$ cat src/logic/motor_ctrl_pkg.sv
// ------------------------------
// shared address map, widths and bus types for the motor controller command path
// import into each stage that decodes or carries the write bus
// ------------------------------
`default_nettype none

package motor_ctrl_pkg;

    // ------------------------------
    // basic widths
    // ------------------------------
    typedef logic [15:0] addr_t;    // space[15:12], chan[7:4], offset[3:0]
    typedef logic [31:0] data_t;    // register data quadlet
    typedef logic [3:0]  chan_t;    // channel 0 = global regs
    typedef logic [15:0] cur_t;     // offset binary, cmd and feedback

    localparam int NUM_CHANNELS = 4;

    typedef logic [NUM_CHANNELS-1:0] amp_mask_t;            // bit i-1 -> channel i
    typedef logic [$clog2(NUM_CHANNELS)-1:0] chan_idx_t;    // zero based channel index

    // ------------------------------
    // address map
    // ------------------------------
    localparam logic [3:0] ADDR_MAIN    = 4'h0;   // main register space
    localparam logic [3:0] OFF_STATUS   = 4'h0;   // chan 0 status / amp disable
    localparam logic [3:0] OFF_DAC_CTRL = 4'h1;   // commanded current

    // merged or per-source write bus
    typedef struct packed {
        logic  reg_wen;      // quadlet write
        logic  blk_wen;      // end of block write
        logic  blk_wstart;   // block write starting
        addr_t addr;
        data_t data;
    } wr_bus_t;

    // ------------------------------
    // current and safety limits
    // ------------------------------
    localparam cur_t CUR_MID           = 16'h8000;  // zero current
    localparam cur_t SAFETY_MARGIN     = 16'h0100;  // slack on top of 2x cmd
    localparam int   SAFETY_TRIP_COUNT = 4;         // consecutive bad samples
    localparam int   SAFETY_CNT_W      = $clog2(SAFETY_TRIP_COUNT + 1);

    // ------------------------------
    // serial DAC
    // ------------------------------
    localparam int DAC_FRAME_BITS = 20;   // 4 bit chan + 16 bit cmd
    localparam int DAC_BIT_W      = $clog2(DAC_FRAME_BITS);
    localparam int DAC_GAP_CYCLES = 2;    // csel high between frames

    typedef logic [DAC_FRAME_BITS-1:0] dac_frame_t;

    typedef enum logic [1:0] {
        DAC_IDLE,
        DAC_SHIFT,
        DAC_GAP
    } dac_state_t;

endpackage

`default_nettype wire

$ cat src/logic/write_bus_arbiter.sv
// ------------------------------
// picks one of three write sources by priority and registers it as the board write bus
// ------------------------------
`timescale 1ns/1ps
`default_nettype none

module write_bus_arbiter (
    input  wire                     sysclk,
    input  wire                     arst_n,
    input  wire motor_ctrl_pkg::wr_bus_t fw_wr,    // firewire, default owner
    input  wire motor_ctrl_pkg::wr_bus_t eth_wr,   // ethernet
    input  wire motor_ctrl_pkg::wr_bus_t bw_wr,    // real-time block writer
    input  wire                     eth_write_en,
    input  wire                     bw_write_en,
    output motor_ctrl_pkg::wr_bus_t      wr_bus
);
    import motor_ctrl_pkg::*;

    wr_bus_t sel_bus;   // combinational winner

    // ------------------------------
    // priority select
    // ------------------------------
    // bw over eth over fw; fw owns the bus when nobody else asks
    always_comb begin
        if (bw_write_en) begin
            sel_bus = bw_wr;        // addr already widened to 16 bits
        end else if (eth_write_en) begin
            sel_bus = eth_wr;
        end else begin
            sel_bus = fw_wr;
        end
    end

    // ------------------------------
    // output register
    // ------------------------------
    always_ff @(posedge sysclk or negedge arst_n) begin
        if (!arst_n) begin
            wr_bus <= '0;           // no strobes out of reset
        end else begin
            wr_bus <= sel_bus;      // one cycle after source
        end
    end

endmodule

`default_nettype wire

$ cat src/logic/cur_cmd_regs.sv
// ------------------------------
// per-channel commanded current registers plus the deferred DAC update request
// ------------------------------
`timescale 1ns/1ps
`default_nettype none

module cur_cmd_regs (
    input  wire                      sysclk,
    input  wire                      arst_n,
    input  wire motor_ctrl_pkg::wr_bus_t  wr_bus,
    input  wire                      dac_busy,
    output motor_ctrl_pkg::cur_t          cur_cmd [motor_ctrl_pkg::NUM_CHANNELS],
    output logic                     dac_update
);
    import motor_ctrl_pkg::*;

    chan_t     wr_chan;     // channel field of write addr
    chan_idx_t wr_idx;      // zero based slot
    logic      dac_hit;     // write targets a command reg
    logic      cmd_req;     // update pending

    // ------------------------------
    // address decode
    // ------------------------------
    assign wr_chan = wr_bus.addr[7:4];
    assign wr_idx  = chan_idx_t'(wr_chan - chan_t'(1));

    // chan 0 is global, anything past NUM_CHANNELS is ignored
    assign dac_hit = (wr_bus.addr[15:12] == ADDR_MAIN) &&
                     (wr_chan != chan_t'(0)) &&
                     (wr_chan <= chan_t'(NUM_CHANNELS)) &&
                     (wr_bus.addr[3:0] == OFF_DAC_CTRL);

    // fire as soon as the DAC is free
    assign dac_update = cmd_req & ~dac_busy;

    // ------------------------------
    // command storage and request
    // ------------------------------
    always_ff @(posedge sysclk or negedge arst_n) begin
        if (!arst_n) begin
            for (int i = 0; i < NUM_CHANNELS; i++) begin
                cur_cmd[i] <= CUR_MID;          // zero current
            end
            cmd_req <= 1'b0;
        end else begin
            if (dac_hit && wr_bus.reg_wen) begin
                cur_cmd[wr_idx] <= wr_bus.data[15:0];
            end
            // new block commit wins over the clear, so a commit
            // landing in the update cycle still gets its own update
            if (dac_hit && wr_bus.blk_wen) begin
                cmd_req <= 1'b1;
            end else if (dac_update) begin
                cmd_req <= 1'b0;                // taken by the DAC
            end
        end
    end

endmodule

`default_nettype wire

$ cat src/logic/dac_serializer.sv
// ------------------------------
// shifts the four captured commands to the serial DAC, one 20 bit frame per channel
// ------------------------------
`timescale 1ns/1ps
`default_nettype none

module dac_serializer (
    input  wire                  sysclk,
    input  wire                  arst_n,
    input  wire motor_ctrl_pkg::cur_t cur_cmd [motor_ctrl_pkg::NUM_CHANNELS],
    input  wire                  dac_update,
    output logic                 dac_busy,
    output logic                 dac_sclk,
    output logic                 dac_mosi,
    output logic                 dac_csel
);
    import motor_ctrl_pkg::*;

    dac_state_t           state;
    dac_frame_t           shift_reg;            // MSB goes out first
    logic [DAC_BIT_W-1:0] bit_cnt;              // bit within frame
    logic                 gap_cnt;              // csel high cycles
    chan_idx_t            chan_idx;             // frame being sent
    cur_t                 cmd_q [NUM_CHANNELS]; // snapshot at update

    assign dac_mosi = shift_reg[DAC_FRAME_BITS-1];

    // snapshot so later writes don't tear an update
    always_ff @(posedge sysclk) begin
        if (dac_update && (state == DAC_IDLE)) begin
            for (int i = 0; i < NUM_CHANNELS; i++) begin
                cmd_q[i] <= cur_cmd[i];
            end
        end
    end

    // ------------------------------
    // frame FSM
    // ------------------------------
    always_ff @(posedge sysclk or negedge arst_n) begin
        if (!arst_n) begin
            state     <= DAC_IDLE;
            dac_busy  <= 1'b0;
            dac_sclk  <= 1'b0;
            dac_csel  <= 1'b1;
            shift_reg <= '0;
            bit_cnt   <= '0;
            gap_cnt   <= 1'b0;
            chan_idx  <= '0;
        end else begin
            case (state)
                DAC_IDLE: begin
                    if (dac_update) begin
                        dac_busy <= 1'b1;
                        chan_idx <= '0;
                        gap_cnt  <= 1'b0;
                        state    <= DAC_GAP;    // lead-in, csel still high
                    end
                end
                DAC_GAP: begin
                    if (gap_cnt == 1'(DAC_GAP_CYCLES - 1)) begin
                        // chan number (1 based) then its command
                        shift_reg <= {chan_t'(chan_idx) + chan_t'(1), cmd_q[chan_idx]};
                        bit_cnt   <= '0;
                        dac_csel  <= 1'b0;
                        state     <= DAC_SHIFT;
                    end else begin
                        gap_cnt <= gap_cnt + 1'b1;
                    end
                end
                DAC_SHIFT: begin
                    dac_sclk <= ~dac_sclk;      // sysclk / 2
                    if (dac_sclk) begin         // sclk about to fall, move data
                        if (bit_cnt == DAC_BIT_W'(DAC_FRAME_BITS - 1)) begin
                            dac_csel <= 1'b1;   // end of frame
                            gap_cnt  <= 1'b0;
                            chan_idx <= chan_idx + 1'b1;
                            if (chan_idx == chan_idx_t'(NUM_CHANNELS - 1)) begin
                                dac_busy <= 1'b0;
                                state    <= DAC_IDLE;
                            end else begin
                                state <= DAC_GAP;
                            end
                        end else begin
                            shift_reg <= {shift_reg[DAC_FRAME_BITS-2:0], 1'b0};
                            bit_cnt   <= bit_cnt + 1'b1;
                        end
                    end
                end
                default: state <= DAC_IDLE;
            endcase
        end
    end

endmodule

`default_nettype wire

$ cat src/logic/safety_monitor.sv
// ------------------------------
// over-current check per channel; latches amp disable until cleared by a status write
// ------------------------------
`timescale 1ns/1ps
`default_nettype none

module safety_monitor (
    input  wire                      sysclk,
    input  wire                      arst_n,
    input  wire motor_ctrl_pkg::wr_bus_t  wr_bus,
    input  wire motor_ctrl_pkg::cur_t     cur_cmd [motor_ctrl_pkg::NUM_CHANNELS],
    input  wire motor_ctrl_pkg::cur_t     cur_fb [motor_ctrl_pkg::NUM_CHANNELS],
    input  wire                      cur_ready,      // new adc sample set
    output motor_ctrl_pkg::amp_mask_t     amp_disable
);
    import motor_ctrl_pkg::*;

    amp_mask_t               over_lim;                // this sample is bad
    amp_mask_t               clr_mask;                // software clear
    logic                    clr_hit;
    logic [SAFETY_CNT_W-1:0] trip_cnt [NUM_CHANNELS]; // consecutive bad samples

    // magnitude around midscale
    function automatic cur_t mid_dist(input cur_t v);
        if (v >= CUR_MID) begin
            return v - CUR_MID;
        end
        return CUR_MID - v;
    endfunction

    // ------------------------------
    // limit compare
    // ------------------------------
    always_comb begin
        logic [16:0] limit;     // 2x cmd + margin, one extra bit
        logic [16:0] fb_mag;
        limit  = '0;
        fb_mag = '0;
        for (int i = 0; i < NUM_CHANNELS; i++) begin
            limit       = {mid_dist(cur_cmd[i]), 1'b0} + {1'b0, SAFETY_MARGIN};
            fb_mag      = {1'b0, mid_dist(cur_fb[i])};
            over_lim[i] = fb_mag > limit;
        end
    end

    // status write on chan 0 clears selected bits
    assign clr_hit  = wr_bus.reg_wen && (wr_bus.addr[15:12] == ADDR_MAIN) &&
                      (wr_bus.addr[7:4] == chan_t'(0)) && (wr_bus.addr[3:0] == OFF_STATUS);
    assign clr_mask = clr_hit ? wr_bus.data[NUM_CHANNELS-1:0] : '0;

    // ------------------------------
    // trip counters and latch
    // ------------------------------
    always_ff @(posedge sysclk or negedge arst_n) begin
        if (!arst_n) begin
            amp_disable <= '0;
            for (int i = 0; i < NUM_CHANNELS; i++) begin
                trip_cnt[i] <= '0;
            end
        end else begin
            for (int i = 0; i < NUM_CHANNELS; i++) begin
                if (clr_mask[i]) begin
                    amp_disable[i] <= 1'b0;     // clear beats a sample
                    trip_cnt[i]    <= '0;
                end else if (cur_ready) begin
                    if (!over_lim[i]) begin
                        trip_cnt[i] <= '0;      // run broken
                    end else if (trip_cnt[i] != SAFETY_CNT_W'(SAFETY_TRIP_COUNT)) begin
                        trip_cnt[i] <= trip_cnt[i] + 1'b1;  // saturates at trip
                        if (trip_cnt[i] == SAFETY_CNT_W'(SAFETY_TRIP_COUNT - 1)) begin
                            amp_disable[i] <= 1'b1;
                        end
                    end
                end
            end
        end
    end

endmodule

`default_nettype wire

$ cat src/logic/reg_read_mux.sv
// ------------------------------
// registered read-back of commanded currents and the amp disable status
// ------------------------------
`timescale 1ns/1ps
`default_nettype none

module reg_read_mux (
    input  wire                       sysclk,
    input  wire                       arst_n,
    input  wire motor_ctrl_pkg::addr_t     raddr,
    input  wire motor_ctrl_pkg::cur_t      cur_cmd [motor_ctrl_pkg::NUM_CHANNELS],
    input  wire motor_ctrl_pkg::amp_mask_t amp_disable,
    output motor_ctrl_pkg::data_t          rdata
);
    import motor_ctrl_pkg::*;

    chan_t     rd_chan;
    chan_idx_t rd_idx;
    data_t     rd_next;

    assign rd_chan = raddr[7:4];
    assign rd_idx  = chan_idx_t'(rd_chan - chan_t'(1));

    // unmapped addresses read as zero
    always_comb begin
        rd_next = '0;
        if (raddr[15:12] == ADDR_MAIN) begin
            if ((rd_chan == chan_t'(0)) && (raddr[3:0] == OFF_STATUS)) begin
                rd_next = data_t'(amp_disable);         // low bits
            end else if ((rd_chan != chan_t'(0)) && (rd_chan <= chan_t'(NUM_CHANNELS)) &&
                         (raddr[3:0] == OFF_DAC_CTRL)) begin
                rd_next = data_t'(cur_cmd[rd_idx]);     // zero extended
            end
        end
    end

    always_ff @(posedge sysclk or negedge arst_n) begin
        if (!arst_n) begin
            rdata <= '0;
        end else begin
            rdata <= rd_next;   // valid one cycle after raddr
        end
    end

endmodule

`default_nettype wire

$ cat src/logic/motor_ctrl_top.sv
// ------------------------------
// command path top: arbiter, command regs, serial DAC, safety check and read-back
// ------------------------------
`timescale 1ns/1ps
`default_nettype none

module motor_ctrl_top (
    input  wire                       sysclk,
    input  wire                       arst_n,
    input  wire motor_ctrl_pkg::wr_bus_t   fw_wr,
    input  wire motor_ctrl_pkg::wr_bus_t   eth_wr,
    input  wire motor_ctrl_pkg::wr_bus_t   bw_wr,
    input  wire                       eth_write_en,
    input  wire                       bw_write_en,
    input  wire motor_ctrl_pkg::addr_t     raddr,
    input  wire motor_ctrl_pkg::cur_t      cur_fb [motor_ctrl_pkg::NUM_CHANNELS],
    input  wire                       cur_ready,
    output motor_ctrl_pkg::data_t          rdata,
    output motor_ctrl_pkg::amp_mask_t      amp_disable,
    output logic                      dac_sclk,
    output logic                      dac_mosi,
    output logic                      dac_csel
);
    import motor_ctrl_pkg::*;

    wr_bus_t wr_bus;                    // registered, shared by all writers
    cur_t    cur_cmd [NUM_CHANNELS];
    logic    dac_busy;
    logic    dac_update;

    // ------------------------------
    // write path
    // ------------------------------
    write_bus_arbiter write_bus_arbiter_inst (
        .sysclk       (sysclk),
        .arst_n       (arst_n),
        .fw_wr        (fw_wr),
        .eth_wr       (eth_wr),
        .bw_wr        (bw_wr),
        .eth_write_en (eth_write_en),
        .bw_write_en  (bw_write_en),
        .wr_bus       (wr_bus)
    );

    cur_cmd_regs cur_cmd_regs_inst (
        .sysclk     (sysclk),
        .arst_n     (arst_n),
        .wr_bus     (wr_bus),
        .dac_busy   (dac_busy),     // back-pressure
        .cur_cmd    (cur_cmd),
        .dac_update (dac_update)
    );

    dac_serializer dac_serializer_inst (
        .sysclk     (sysclk),
        .arst_n     (arst_n),
        .cur_cmd    (cur_cmd),
        .dac_update (dac_update),
        .dac_busy   (dac_busy),
        .dac_sclk   (dac_sclk),
        .dac_mosi   (dac_mosi),
        .dac_csel   (dac_csel)
    );

    // ------------------------------
    // side stages
    // ------------------------------
    safety_monitor safety_monitor_inst (
        .sysclk      (sysclk),
        .arst_n      (arst_n),
        .wr_bus      (wr_bus),      // status clear
        .cur_cmd     (cur_cmd),
        .cur_fb      (cur_fb),
        .cur_ready   (cur_ready),
        .amp_disable (amp_disable)
    );

    reg_read_mux reg_read_mux_inst (
        .sysclk      (sysclk),
        .arst_n      (arst_n),
        .raddr       (raddr),
        .cur_cmd     (cur_cmd),
        .amp_disable (amp_disable),
        .rdata       (rdata)
    );

endmodule

`default_nettype wire

$ cat config.mk
export PLATFORM = sky130hd
export DESIGN_NAME = motor_ctrl_top
export DESIGN_NICKNAME = d
export VERILOG_FILES = /design/src/logic/motor_ctrl_pkg.sv /design/src/logic/write_bus_arbiter.sv /design/src/logic/cur_cmd_regs.sv /design/src/logic/dac_serializer.sv /design/src/logic/safety_monitor.sv /design/src/logic/reg_read_mux.sv /design/src/logic/motor_ctrl_top.sv
export SDC_FILE = /design/constraint.sdc
export NUM_CORES = 1
export LEC_CHECK = 0
export ABC_AREA = 1
export ABC_CLOCK_PERIOD_IN_PS = 3900
export BUFFER_PORTS_ARGS = -buffer_cell sky130_fd_sc_hd__buf_2
export CAP_MARGIN = 20
export CORE_UTILIZATION = 35
export CTS_CLUSTER_SIZE = 25
export DETAILED_ROUTE_END_ITERATION = 10
export PLACE_DENSITY = 0.65
export SYNTH_ARGS = -nofsm -noshare
export SYNTH_HDL_FRONTEND = slang
export SYNTH_HIERARCHICAL = 1
export SYNTH_SLANG_ARGS = --single-unit
$ cat constraint.sdc
create_clock -name sysclk -period 3.9 [get_ports sysclk]
set_clock_uncertainty 0.2 [all_clocks]
set_input_delay 0.585 -clock sysclk [delete_from_list [all_inputs] [get_ports sysclk]]
set_output_delay 0.585 -clock sysclk [all_outputs]
set_load 0.02 [all_outputs]
==> impl_results.md, run 1 <==
* Status: complete, no violations
* Post-CTS Setup Inserts at 0
* Avg Vias per Cell at 4.93
* Worst setup margin at around 0.32 ns
* Max cap viols at 0
* Worst-path clk slew at about 0.060 ns
* RSZ-0062 raised after global routing: false
* CTS root buf: clkbuf_16
* Longest Clk Path Bufs at 3
* Post-Syn Area at roughly 16000 sq um
* Worst setup EP type: flop
* Worst Max-Slew Pin Slew at 1.09 ns
* Clock latency on the worst-skew pair at 0.54 ns
* PwrDens at 389 nW/um^2
* DRT iter0 DRCs at 1039
* Remaining DRCs at 0
* Yosys Warn Count at 6
* H-tree depth at 1
* Die Wd at about 220 um
* Antenna-violating nets left at 0
* Critical Path RT at 4.13 ns
* Worst IR Drop VDD at approximately 0.3 mV
* Largest regs: cur_cmd_regs_inst/cur_cmd: 64 flops, dac_serializer_inst/cmd_q: 64 flops, write_bus_arbiter_inst/wr_bus: 30 flops
* Routed len/inst at 15.0 um
* Area delta synth->final at 14.0%
* Die H at 218 um
* Worst reg-to-reg path cell count at 23
* Share of layout cells above drive strength 1 at 0.158
* IO buf count at roughly 190
* CTS Buf Count at 23
* Cell Rows at 78
* WHS at 0.0608 ns
* Gr usage total at 0.191
* Worst Path Max Fanout at 5
* Syn Area/Cell at 7.24 sq um
* CTS tree: built
* Drt first pass iters at 7
* CP Capture Point: safety_monitor_inst/trip_cnt[0]
* Global route overflow at 0
* Final setup viols at 0
* Syn Inst Count at 2249
* First-pass GRT wire length at ~73000 um
* Total leakage power at 9.63 nW
* Core Footprint at 45600 sq um
* Setup TNS at 0 ns
* Initial antenna violation count at 0
* Critical path class: reg2reg
* Initial core utilization at 0.357
* Internal reg-to-reg setup slack at 0.32 ns
* Final period util at 0.919
* R2R Path Start: cur_cmd_regs_inst/cur_cmd[1]
* Clock sinks at 224
* Worst r2r dst: safety_monitor_inst/trip_cnt[0]
* Worst setup SP type: flop
* Diode count at 0
* Worst slew margin at 0.271
* Number of global-route vias before repair at 14100
* Final #Nets at 2745
* Largest net degree at the start of global routing at 87
* Post-layout min period at 3.58 ns
* Max Slew Vio Count at 0
* Fmax at 279 MHz
* Gpl congestion at 0.894
* CP arrival at 3.81 ns
* WL final at 45700 um
* Worst Hold Class: in2reg
* Most frequent cells in the layout: 772 x nand2_1, 286 x inv_1, 192 x buf_2
* Post-placement setup slack at roughly 0.054 ns
* Final hold vios at 0
* Via count at between 10000 and 15000
* Post-DP HPWL at 34600 um
* I/O pin total at approximately 280
* Crit path from: cur_cmd_regs_inst/cur_cmd[1]
* Commonest non-fill, non-tap cell in the layout: nand2_1
* Die area at around 47000 sq um
layer usage:
| layer | vias to the layer above | global-route usage | wire (um) |
|---|---|---|---|
| met1 | 6940 | 0.255 | 20300 |
| li1 | 7455 | - | - |
| met3 | 78 | 0.0244 | 2650 |
| met2 | 501 | 0.321 | 21400 |
| met4 | 0 | 0.0568 | 1360 |
| met5 | - | 0 | 0 |
repair_timing:
item,4_1_cts,5_1_grt
gates resized for setup,0,7
hold buffers,1,0
setup endpoints to repair,0,12
endpoints found under the hold margin,39,0
cell type report:
type                            count  area [sq um]
Timing Repair Buffer              223          1210
Inverter                          306          1160
Clock inverter                     10           123
Fill cell                        4632         27000
Clock buffer                       32           692
Sequential cell                   224          5940
Multi-Input combinational cell   1642          8680
Tap cell                          600           751
through the flow:
stage               cells  area [sq um]  total power (W)  utilization
finish               3037         18600          0.00722        0.407
global route         3037         18600          0.00767        0.407
CTS                  3037         18500          0.00726        0.406
detailed placement   2994         17700          0.00491        0.388
global placement     2994         17700          0.00485        0.388
floorplan            2264         16300          0.00436            -
where the power goes:
group / switching, W / internal (W) / leakage [nW]
Sequential: 0.000186 / 0.00256 / 2.59
Clock: 0.000963 / 0.00139 / 0.397
Combinational: 0.00141 / 0.000708 / 6.65
Total: 0.00256 / 0.00466 / 9.63
worst min path at each step:
stage,from,endpoint,cells past startpoint
detailed placement,dac_serializer_inst/gap_cnt,dac_serializer_inst/gap_cnt,2
finish,bw_wr[47],write_bus_arbiter_inst/wr_bus[47],3
global placement,dac_serializer_inst/shift_reg[17],dac_serializer_inst/shift_reg[17],2
floorplan,arst_n,cur_cmd_regs_inst/cmd_req,0
global route,bw_wr[37],write_bus_arbiter_inst/wr_bus[37],3
CTS,bw_wr[47],write_bus_arbiter_inst/wr_bus[47],3
worst max-delay path, cell delays in order (launching register included):
cell and delay (ns):
dfrtp_2 0.46, inv_1 0.10, ha_1 0.17, nand2_1 0.09, nor2_2 0.15, nand2_1 0.08, nand2_1 0.15, xor2_2 0.18
ha_1 0.22, nand3_2 0.13, xor2_1 0.17, ha_1 0.29, nand2_1 0.07, nor2_1 0.14, nand2_1 0.08, nand2_1 0.06
nand2_1 0.04, nand2_1 0.05, a21oi_1 0.07, buf_4 0.17, o21ai_4 0.19, nand2_2 0.09, nand2_1 0.07, nand2_1 0.05
No activity file was read; power rests on OpenSTA's default activity.
==> run 2: changes to the inputs <==
--- a/config.mk
+++ b/config.mk
@@ -9,11 +9,11 @@
 export ABC_CLOCK_PERIOD_IN_PS = 3900
 export BUFFER_PORTS_ARGS = -buffer_cell sky130_fd_sc_hd__buf_2
 export CAP_MARGIN = 20
-export CORE_UTILIZATION = 35
+export CORE_UTILIZATION = 51
 export CTS_CLUSTER_SIZE = 25
 export DETAILED_ROUTE_END_ITERATION = 10
-export PLACE_DENSITY = 0.65
+export GPL_ROUTABILITY_DRIVEN = 0
+export PLACE_DENSITY = 0.86
 export SYNTH_ARGS = -nofsm -noshare
 export SYNTH_HDL_FRONTEND = slang
-export SYNTH_HIERARCHICAL = 1
 export SYNTH_SLANG_ARGS = --single-unit
==> run 2 against run 1 <==
Net effect:
- synthesized cell count down 17%
- flip-flop and latch count unchanged
- critical path depth down 2
- clock-buffer cell count down 2
- design area down 9.8%
- critical endpoint is now safety_monitor_inst.trip_cnt[6]
- highest routed layer is now met5
==> impl_results.md, run 2 <==
* Status: complete, no violations (unchanged)
* Delay-heaviest family, CP: simple AND/OR/NAND/NOR gates (unchanged)
* Setup TNS at 0 ns (unchanged)
* CTS Buf Count at 23 (unchanged)
* Die Wd at 172 um (was 218 um)
* Top cell type's share of synthesized area at 0.264
* Crit path largest cell delay at 0.48 ns (was 0.46 ns)
* Synthesized flop and latch total at about 220
* Worst Hold Class: in2reg (unchanged)
* Max cap viols at 0 (unchanged)
* Worst slew margin at 0.290 (was 0.271)
* Fmax at 274 MHz (was 279 MHz)
* R2R Path Start: cur_cmd_regs_inst.cur_cmd[32] (was cur_cmd_regs_inst/cur_cmd[1])
* Worst reg-to-reg path cell count at 21 (was 23)
* Diode count at 0 (unchanged)
* Number of global-route vias before repair at 13000 (was 14100)
* Commonest non-fill, non-tap cell in the layout: nand2_1 (unchanged)
* CTS root buf: clkbuf_16 (unchanged)
* Internal reg-to-reg setup slack at 0.25 ns (was 0.32 ns)
* Yosys Warn Count at 0 (was 6)
* First-pass GRT wire length at 63900 um (was 72600 um)
* Initial core utilization at 0.524 (was 0.357)
* Crit-path most repeated cell: nand2_1 (unchanged)
* Count leader, synth: nand2_1
* Critical Path RT at 4.17 ns (was 4.13 ns)
* WHS at 0.0920 ns (was 0.0608 ns)
* Final #Nets at 2374 (was 2745)
* PwrDens at 403 nW/um^2 (was 389 nW/um^2)
* Final hold vios at 0 (unchanged)
* Yosys cell types at 50
* Switch share at 0.349 (was 0.354)
* Crit-path slowest cell: dfrtp_2 (unchanged)
* Max Slew Vio Count at 0 (unchanged)
* H-tree depth at 1 (unchanged)
* Die area at 29500 sq um (was 47400 sq um)
* I/O pin total at 277 (unchanged)
* Register share of total power at 0.406 (was 0.381)
* Post-Syn Area at 14700 sq um (was 16300 sq um)
* IO buf count at 193 (unchanged)
* WL final at 40900 um (was 45700 um)
* Biggest area consumer among synthesized cells: dfrtp_1
* Worst Path Max Fanout at 5 (unchanged)
* Most frequent cells in the layout: 368 x nand2_1, 194 x inv_1, 192 x buf_2 (was 772 x nand2_1, 286 x inv_1, 192 x buf_2)
* Clock latency on the worst-skew pair at 0.53 ns (was 0.54 ns)
* CP cell instances: inv_1 -> ha_2 -> nand3_2 -> o21ai_2 -> xor2_1 -> ha_1 -> nand3_2 -> xor2_1 -> ha_1 -> inv_1 -> nor3_1 -> nor3_1 -> nand2_1 -> nand2_1 -> nand2_1 -> nand2_1 -> nand2_1 -> nand4_1 -> nand2_1 -> nand3_1 -> nand2_1 (was inv_1 -> ha_1 -> nand2_1 -> nor2_2 -> nand2_1 -> nand2_1 -> xor2_2 -> ha_1 -> nand3_2 -> xor2_1 -> ha_1 -> nand2_1 -> nor2_1 -> nand2_1 -> nand2_1 -> nand2_1 -> nand2_1 -> a21oi_1 -> buf_4 -> o21ai_4 -> nand2_2 -> nand2_1 -> nand2_1)
* Asr flop ratio synth at 0.714
* Ys flop type: dfrtp_1
* Comb pwr share at 0.269 (was 0.293)
* Worst hold endpoint: write_bus_arbiter_inst.wr_bus[46] (was write_bus_arbiter_inst/wr_bus[47])
* Gr usage total at 0.277 (was 0.191)
* RSZ-0062 raised after global routing: false (unchanged)
* Fillers at 2345 (was 4632)
* Largest cells by area after synthesis: dfrtp_1 26%, edfxtp_1 13%, nand2_1 9.4%
* Commonest cells post-synth: 368 x nand2_1, 195 x inv_1, 182 x o21ai_0
* Area delta synth->final at 14.0% (about the same)
* Hold depth at 3 (unchanged)
* Global route overflow at 0 (unchanged)
* Post-CTS Setup Inserts at 0 (unchanged)
* Worst IR Drop VDD at 0.313 mV (was 0.299 mV)
* Critical path class: reg2reg (unchanged)
* Worst r2r dst: safety_monitor_inst.trip_cnt[6] (was safety_monitor_inst/trip_cnt[0])
* Net Sw Power at 0.00236 W (was 0.00256 W)
* EDFF count, synth at 64
* CTS tree: built (unchanged)
* Worst setup EP type: flop (unchanged)
* Final setup viols at 0 (unchanged)
* Clock sinks at 224 (unchanged)
* Remaining DRCs at 0 (unchanged)
* P_int at 0.00438 W (was 0.00466 W)
* Antenna-violating nets left at 0 (unchanged)
* Sequential cell area fraction in the yosys report at 0.404
* Core Footprint at 28000 sq um (was 45600 sq um)
* Largest regs: cur_cmd_regs_inst.cur_cmd: 64 flops, dac_serializer_inst.cmd_q: 64 flops, write_bus_arbiter_inst.wr_bus: 30 flops (was cur_cmd_regs_inst/cur_cmd: 64 flops, dac_serializer_inst/cmd_q: 64 flops, write_bus_arbiter_inst/wr_bus: 30 flops)
* Largest net degree at the start of global routing at 82 (was 87)
* Hold_sp: fw_wr[46] (was bw_wr[47])
* CP arrival at 3.92 ns (was 3.81 ns)
* WP buf/inv at 2 (unchanged)
* Avg Vias per Cell at 5.67 (was 4.93)
* Worst Max-Slew Pin Slew at 1.06 ns (was 1.09 ns)
* Clock Power Share at 0.325 (was 0.326)
* Worst setup SP type: flop (unchanged)
* Longest Clk Path Bufs at 3 (unchanged)
* Syn Area/Cell at 7.84 sq um (was 7.24 sq um)
* Syn Inst Count at 1872 (was 2249)
* Cell Rows at 61 (was 78)
* DRT iter0 DRCs at 1496 (was 1039)
* Total leakage power at 7.76 nW (was 9.63 nW)
* Initial antenna violation count at 1 (was 0)
* Final period util at 0.935 (was 0.919)
* Share of layout cells above drive strength 1 at 0.172 (was 0.158)
* Post-DP HPWL at 30400 um (was 34600 um)
* Via count at 13900 (was 15000)
* Die H at 172 um (was 218 um)
* Worst-path clk slew at 0.07 ns (was 0.06 ns)
* Post-layout min period at 3.65 ns (was 3.58 ns)
* Drt first pass iters at 6 (was 7)
* Routed len/inst at 16.7 um (was 15.0 um)
## run 2: area by class of cell
class | count | area [sq um] | share of cell area
well taps | 378 | 473 | 0.0283
clock buffers | 30 | 633 | 0.0378
inverters | 216 | 811 | 0.0485
flip-flops and latches | 224 | 5930 | 0.355
repair buffers | 212 | 1140 | 0.0680
multi-input cells | 1372 | 7630 | 0.456
clock inverters | 12 | 116 | 0.00695
## run 2: worst max path at each step
stage | startpoint | end | slack (ns) | depth (start not counted)
global placement | cur_fb[48] | safety_monitor_inst.trip_cnt[11] | 0.11 | 23
detailed placement | cur_fb[48] | safety_monitor_inst.trip_cnt[11] | -0.09 | 23
finish | cur_cmd_regs_inst.cur_cmd[32] | safety_monitor_inst.trip_cnt[6] | 0.25 | 21
CTS | cur_cmd_regs_inst.cur_cmd[32] | safety_monitor_inst.trip_cnt[7] | 0.16 | 21
global route | cur_cmd_regs_inst.cur_cmd[32] | safety_monitor_inst.trip_cnt[8] | 0.002 | 21
floorplan | cur_fb[48] | safety_monitor_inst.trip_cnt[10] | 0.50 | 21
## run 2: power groups by stage
stage	clock network (W)	registers, W	logic (W)
6_report	0.00219	0.00273	0.00182
5_1_grt	0.00229	0.00275	0.00203
4_1_cts	0.00219	0.00273	0.00179
3_5_place_dp	0	0.00277	0.00177
3_3_place_gp	0	0.00276	0.00169
2_1_floorplan	0	0.00274	0.00127
## run 2: tightest hold or removal path, stage by stage
cell,delay (ns)
buf_2,0.09
nand2_1,0.05
a21oi_1,0.06
## run 2: cell families (layout without fill, tap and decap cells)
family | after synthesis | after routing | share of synthesized area
XOR/XNOR | 103 | 103 | 0.0620
other | 1 | 16 | 0.000256
buffers and inverters | 291 | 470 | 0.0808
adder cells (fa/ha/maj) | 87 | 87 | 0.0742
AND/OR/NAND/NOR | 771 | 771 | 0.236
AO/OA/AOI/OAI | 395 | 395 | 0.142
flip-flops | 224 | 224 | 0.404
## run 2: layer usage
| metal | vias up | part of all wire | routed length, um | track usage |
|---|---|---|---|---|
| li1 | 6540 | - | - | - |
| met1 | 6452 | 0.37 | 15000 | 0.333 |
| met2 | 731 | 0.50 | 20300 | 0.489 |
| met3 | 130 | 0.094 | 3840 | 0.0479 |
| met4 | 2 | 0.044 | 1810 | 0.115 |
| met5 | - | 0.00032 | 13 | 0 |
## run 2: through the flow
step           utilization  setup slack [ns]  total power, W  instance area [sq um]  std cells
6_report             0.597             0.255         0.00674                  16700       2444
2_1_floorplan            -             0.504         0.00401                  14700       1887
5_1_grt              0.597           0.00154         0.00708                  16700       2444
4_1_cts              0.596             0.159         0.00671                  16700       2443
3_5_place_dp         0.569           -0.0948         0.00454                  15900       2400
3_3_place_gp         0.569             0.111         0.00445                  15900       2400
## run 2: timing repair
action / CTS / global route
endpoints found under the setup margin: 0 / 8
hold buffers: 1 / 0
gates resized for setup: 0 / 5
hold endpoints to repair: 75 / 0
==> run 3: changes to the inputs <==
--- a/config.mk
+++ b/config.mk
@@ -9,10 +9,10 @@
 export ABC_CLOCK_PERIOD_IN_PS = 3900
 export BUFFER_PORTS_ARGS = -buffer_cell sky130_fd_sc_hd__buf_2
 export CAP_MARGIN = 20
+export CORE_MARGIN = 2
 export CORE_UTILIZATION = 51
 export CTS_CLUSTER_SIZE = 25
 export DETAILED_ROUTE_END_ITERATION = 10
-export GPL_ROUTABILITY_DRIVEN = 0
 export PLACE_DENSITY = 0.86
 export SYNTH_ARGS = -nofsm -noshare
 export SYNTH_HDL_FRONTEND = slang
==> run 3 against run 2 <==
Net effect:
- critical endpoint is now safety_monitor_inst.trip_cnt[7]
- fmax shrank 0.40%
- largest cell class unchanged
- worst hold slack better by 0.013 ns
- critical path type unchanged
- critical path depth did not move
- flip-flop and latch count unchanged
- non-clock buffer count rose by 4
- sequential share of layout area shrank 0.084 points
- wire length fell by 0.99%
- final cell count is 0.49% higher
- utilization shrank 1.0 points
- clock power increased by 2%
- largest power group unchanged
- design area is 0.22% higher
==> impl_results.md, run 3 (synthesis gave the netlist of run 2 again) <==
* Post-CTS Setup Inserts at 0 (unchanged)
* Worst setup EP type: flop (unchanged)
* Fillers at 2481 (was 2345)
* Clock latency on the worst-skew pair at 0.53 ns (about the same)
* Die area at 30100 sq um (was 29500 sq um)
* Final period util at 0.938 (was 0.935)
* Initial core utilization at 0.514 (was 0.524)
* Worst Path Max Fanout at 5 (unchanged)
* CTS root buf: clkbuf_16 (unchanged)
* Routed len/inst at 16.5 um (was 16.7 um)
* Worst reg-to-reg path cell count at 21 (unchanged)
* Commonest non-fill, non-tap cell in the layout: nand2_1 (unchanged)
* Sequential cell area at 5930 sq um (about the same)
* Critical Path RT at 4.16 ns (was 4.17 ns)
* Drt first pass iters at 6 (unchanged)
* Post-DP HPWL at 30600 um (was 30400 um)
* Setup TNS at 0 ns (unchanged)
* Worst IR Drop VDD at 0.333 mV (was 0.313 mV)
* Worst setup SP type: flop (unchanged)
* Die Wd at 174 um (was 172 um)
* Share of layout cells above drive strength 1 at 0.171 (was 0.172)
* H-tree depth at 1 (unchanged)
* Initial antenna violation count at 1 (unchanged)
* Max Slew Vio Count at 0 (unchanged)
* Placed instance count at 2411 (was 2400)
* Hold depth at 3 (unchanged)
* Footprint of the multi-input gates at 7620 sq um (was 7630 sq um)
* Final #Nets at 2379 (was 2374)
* PwrDens at 403 nW/um^2 (about the same)
* Worst Hold Class: in2reg (unchanged)
* DRT iter0 DRCs at 1278 (was 1496)
* WL final at 40500 um (was 40900 um)
* Die H at 174 um (was 172 um)
* Longest Clk Path Bufs at 3 (unchanged)
* RSZ-0062 raised after global routing: false (unchanged)
* Gr usage total at 0.265 (was 0.277)
* Avg Vias per Cell at 5.60 (was 5.67)
* CTS tree: built (unchanged)
* Area delta synth->final at 14.3% (was 14.0%)
* Post-layout util at 0.587 (was 0.597)
* Largest regs: cur_cmd_regs_inst.cur_cmd: 64 flops, dac_serializer_inst.cmd_q: 64 flops, write_bus_arbiter_inst.wr_bus: 30 flops (unchanged)
* Fin cells at 2456 (was 2444)
* Worst Max-Slew Pin Slew at 1.08 ns (was 1.06 ns)
* IO buf count at 193 (unchanged)
* Cell Rows at 62 (was 61)
* Clock sinks at 224 (unchanged)
* Gpl congestion at about 0.93
* Fmax at 273 MHz (was 274 MHz)
* Largest net degree at the start of global routing at 66 (was 82)
* Most frequent cells in the layout: 368 x nand2_1, 194 x inv_1, 192 x buf_2 (unchanged)
* Global route overflow at 0 (unchanged)
* Core Footprint at 28500 sq um (was 28000 sq um)
* I/O pin total at 277 (unchanged)
* Critical path class: reg2reg (unchanged)
* Via count at 13800 (was 13900)
* Worst-path clk slew at 0.06 ns (was 0.07 ns)
* Number of global-route vias before repair at 13200 (was 13000)
* First-pass GRT wire length at 64700 um (was 63900 um)
* Status: complete, no violations (unchanged)
* CTS Buf Count at 24 (was 23)
* Remaining DRCs at 0 (unchanged)
* CP arrival at 3.92 ns (about the same)
* Post-layout min period at 3.66 ns (was 3.65 ns)
* Final hold vios at 0 (unchanged)
* Max cap viols at 0 (unchanged)
* Final setup viols at 0 (unchanged)
* Worst slew margin at 0.280 (was 0.290)
* Total leakage power at 7.80 nW (was 7.76 nW)
* Antenna-violating nets left at 0 (unchanged)
-- run 3: timing repair --
action | in CTS | in global routing
hold buffers | 1 | 0
gates resized for setup | 0 | 2
hold endpoints to repair | 58 | 0
endpoints found under the setup margin | 0 | 4
-- run 3: final timing paths --
kind,start,endpoint,slack (ns)
max,cur_cmd_regs_inst.cur_cmd[32],safety_monitor_inst.trip_cnt[7],0.24
min,fw_wr[39],write_bus_arbiter_inst.wr_bus[39],0.10
max reg2reg,cur_cmd_regs_inst.cur_cmd[32],safety_monitor_inst.trip_cnt[7],0.24
min reg2reg,dac_serializer_inst.dac_csel,dac_serializer_inst.dac_csel,0.28
max in group asynchronous,arst_n,cur_cmd_regs_inst.cur_cmd[15],2.17
min in group asynchronous,arst_n,reg_read_mux_inst.rdata[15],0.44
-- run 3: through the flow --
step                hold slack [ns]  power (W)  setup WS (ns)  cell area [sq um]
finish                        0.105    0.00676          0.240              16800
global route                  0.105    0.00713         0.0101              16800
CTS                          0.0942    0.00675          0.245              16800
detailed placement            0.269    0.00453         0.0332              16000
global placement              0.257    0.00445          0.125              16000
floorplan                    0.0894    0.00401          0.504              14700
-- run 3: final cells by class --
cell class	count	area share
Multi-Input combinational cell	1372	0.454
Antenna cell	1	0.000149
Sequential cell	224	0.354
Tap cell	384	0.0287
Timing Repair Buffer	216	0.0692
Inverter	216	0.0484
Clock inverter	11	0.00739
Clock buffer	32	0.0382
-- run 3: where the power goes --
part | leakage (nW) | total [W] | switching, W | internal (W)
clock network | 0.377 | 0.00224 | 0.000943 | 0.00130
logic | 4.88 | 0.00179 | 0.00118 | 0.000609
registers | 2.54 | 0.00273 | 0.000125 | 0.00260
total | 7.80 | 0.00676 | 0.00225 | 0.00451
-- run 3: critical path, stage by stage, from the launching register on --
cell	delay, ns
dfrtp_1	0.50
inv_1	0.13
ha_2	0.24
nand3_2	0.11
o21ai_2	0.22
xor2_1	0.21
ha_1	0.23
nand3_2	0.12
xor2_1	0.17
ha_1	0.32
inv_1	0.06
nor3_1	0.18
nor3_1	0.07
nand2_1	0.07
nand2_1	0.05
nand2_1	0.05
nand2_1	0.05
nand2_1	0.07
nand4_1	0.20
nand2_1	0.18
nand3_1	0.10
nand2_1	0.08
-- run 3: layer usage --
| metal | wire (um) | global-route usage | share of wire |
|---|---|---|---|
| met5 | 9 | 0 | 0.00022 |
| met3 | 3650 | 0.0482 | 0.090 |
| met1 | 14900 | 0.318 | 0.37 |
| met2 | 20000 | 0.466 | 0.49 |
| met4 | 1850 | 0.115 | 0.046 |
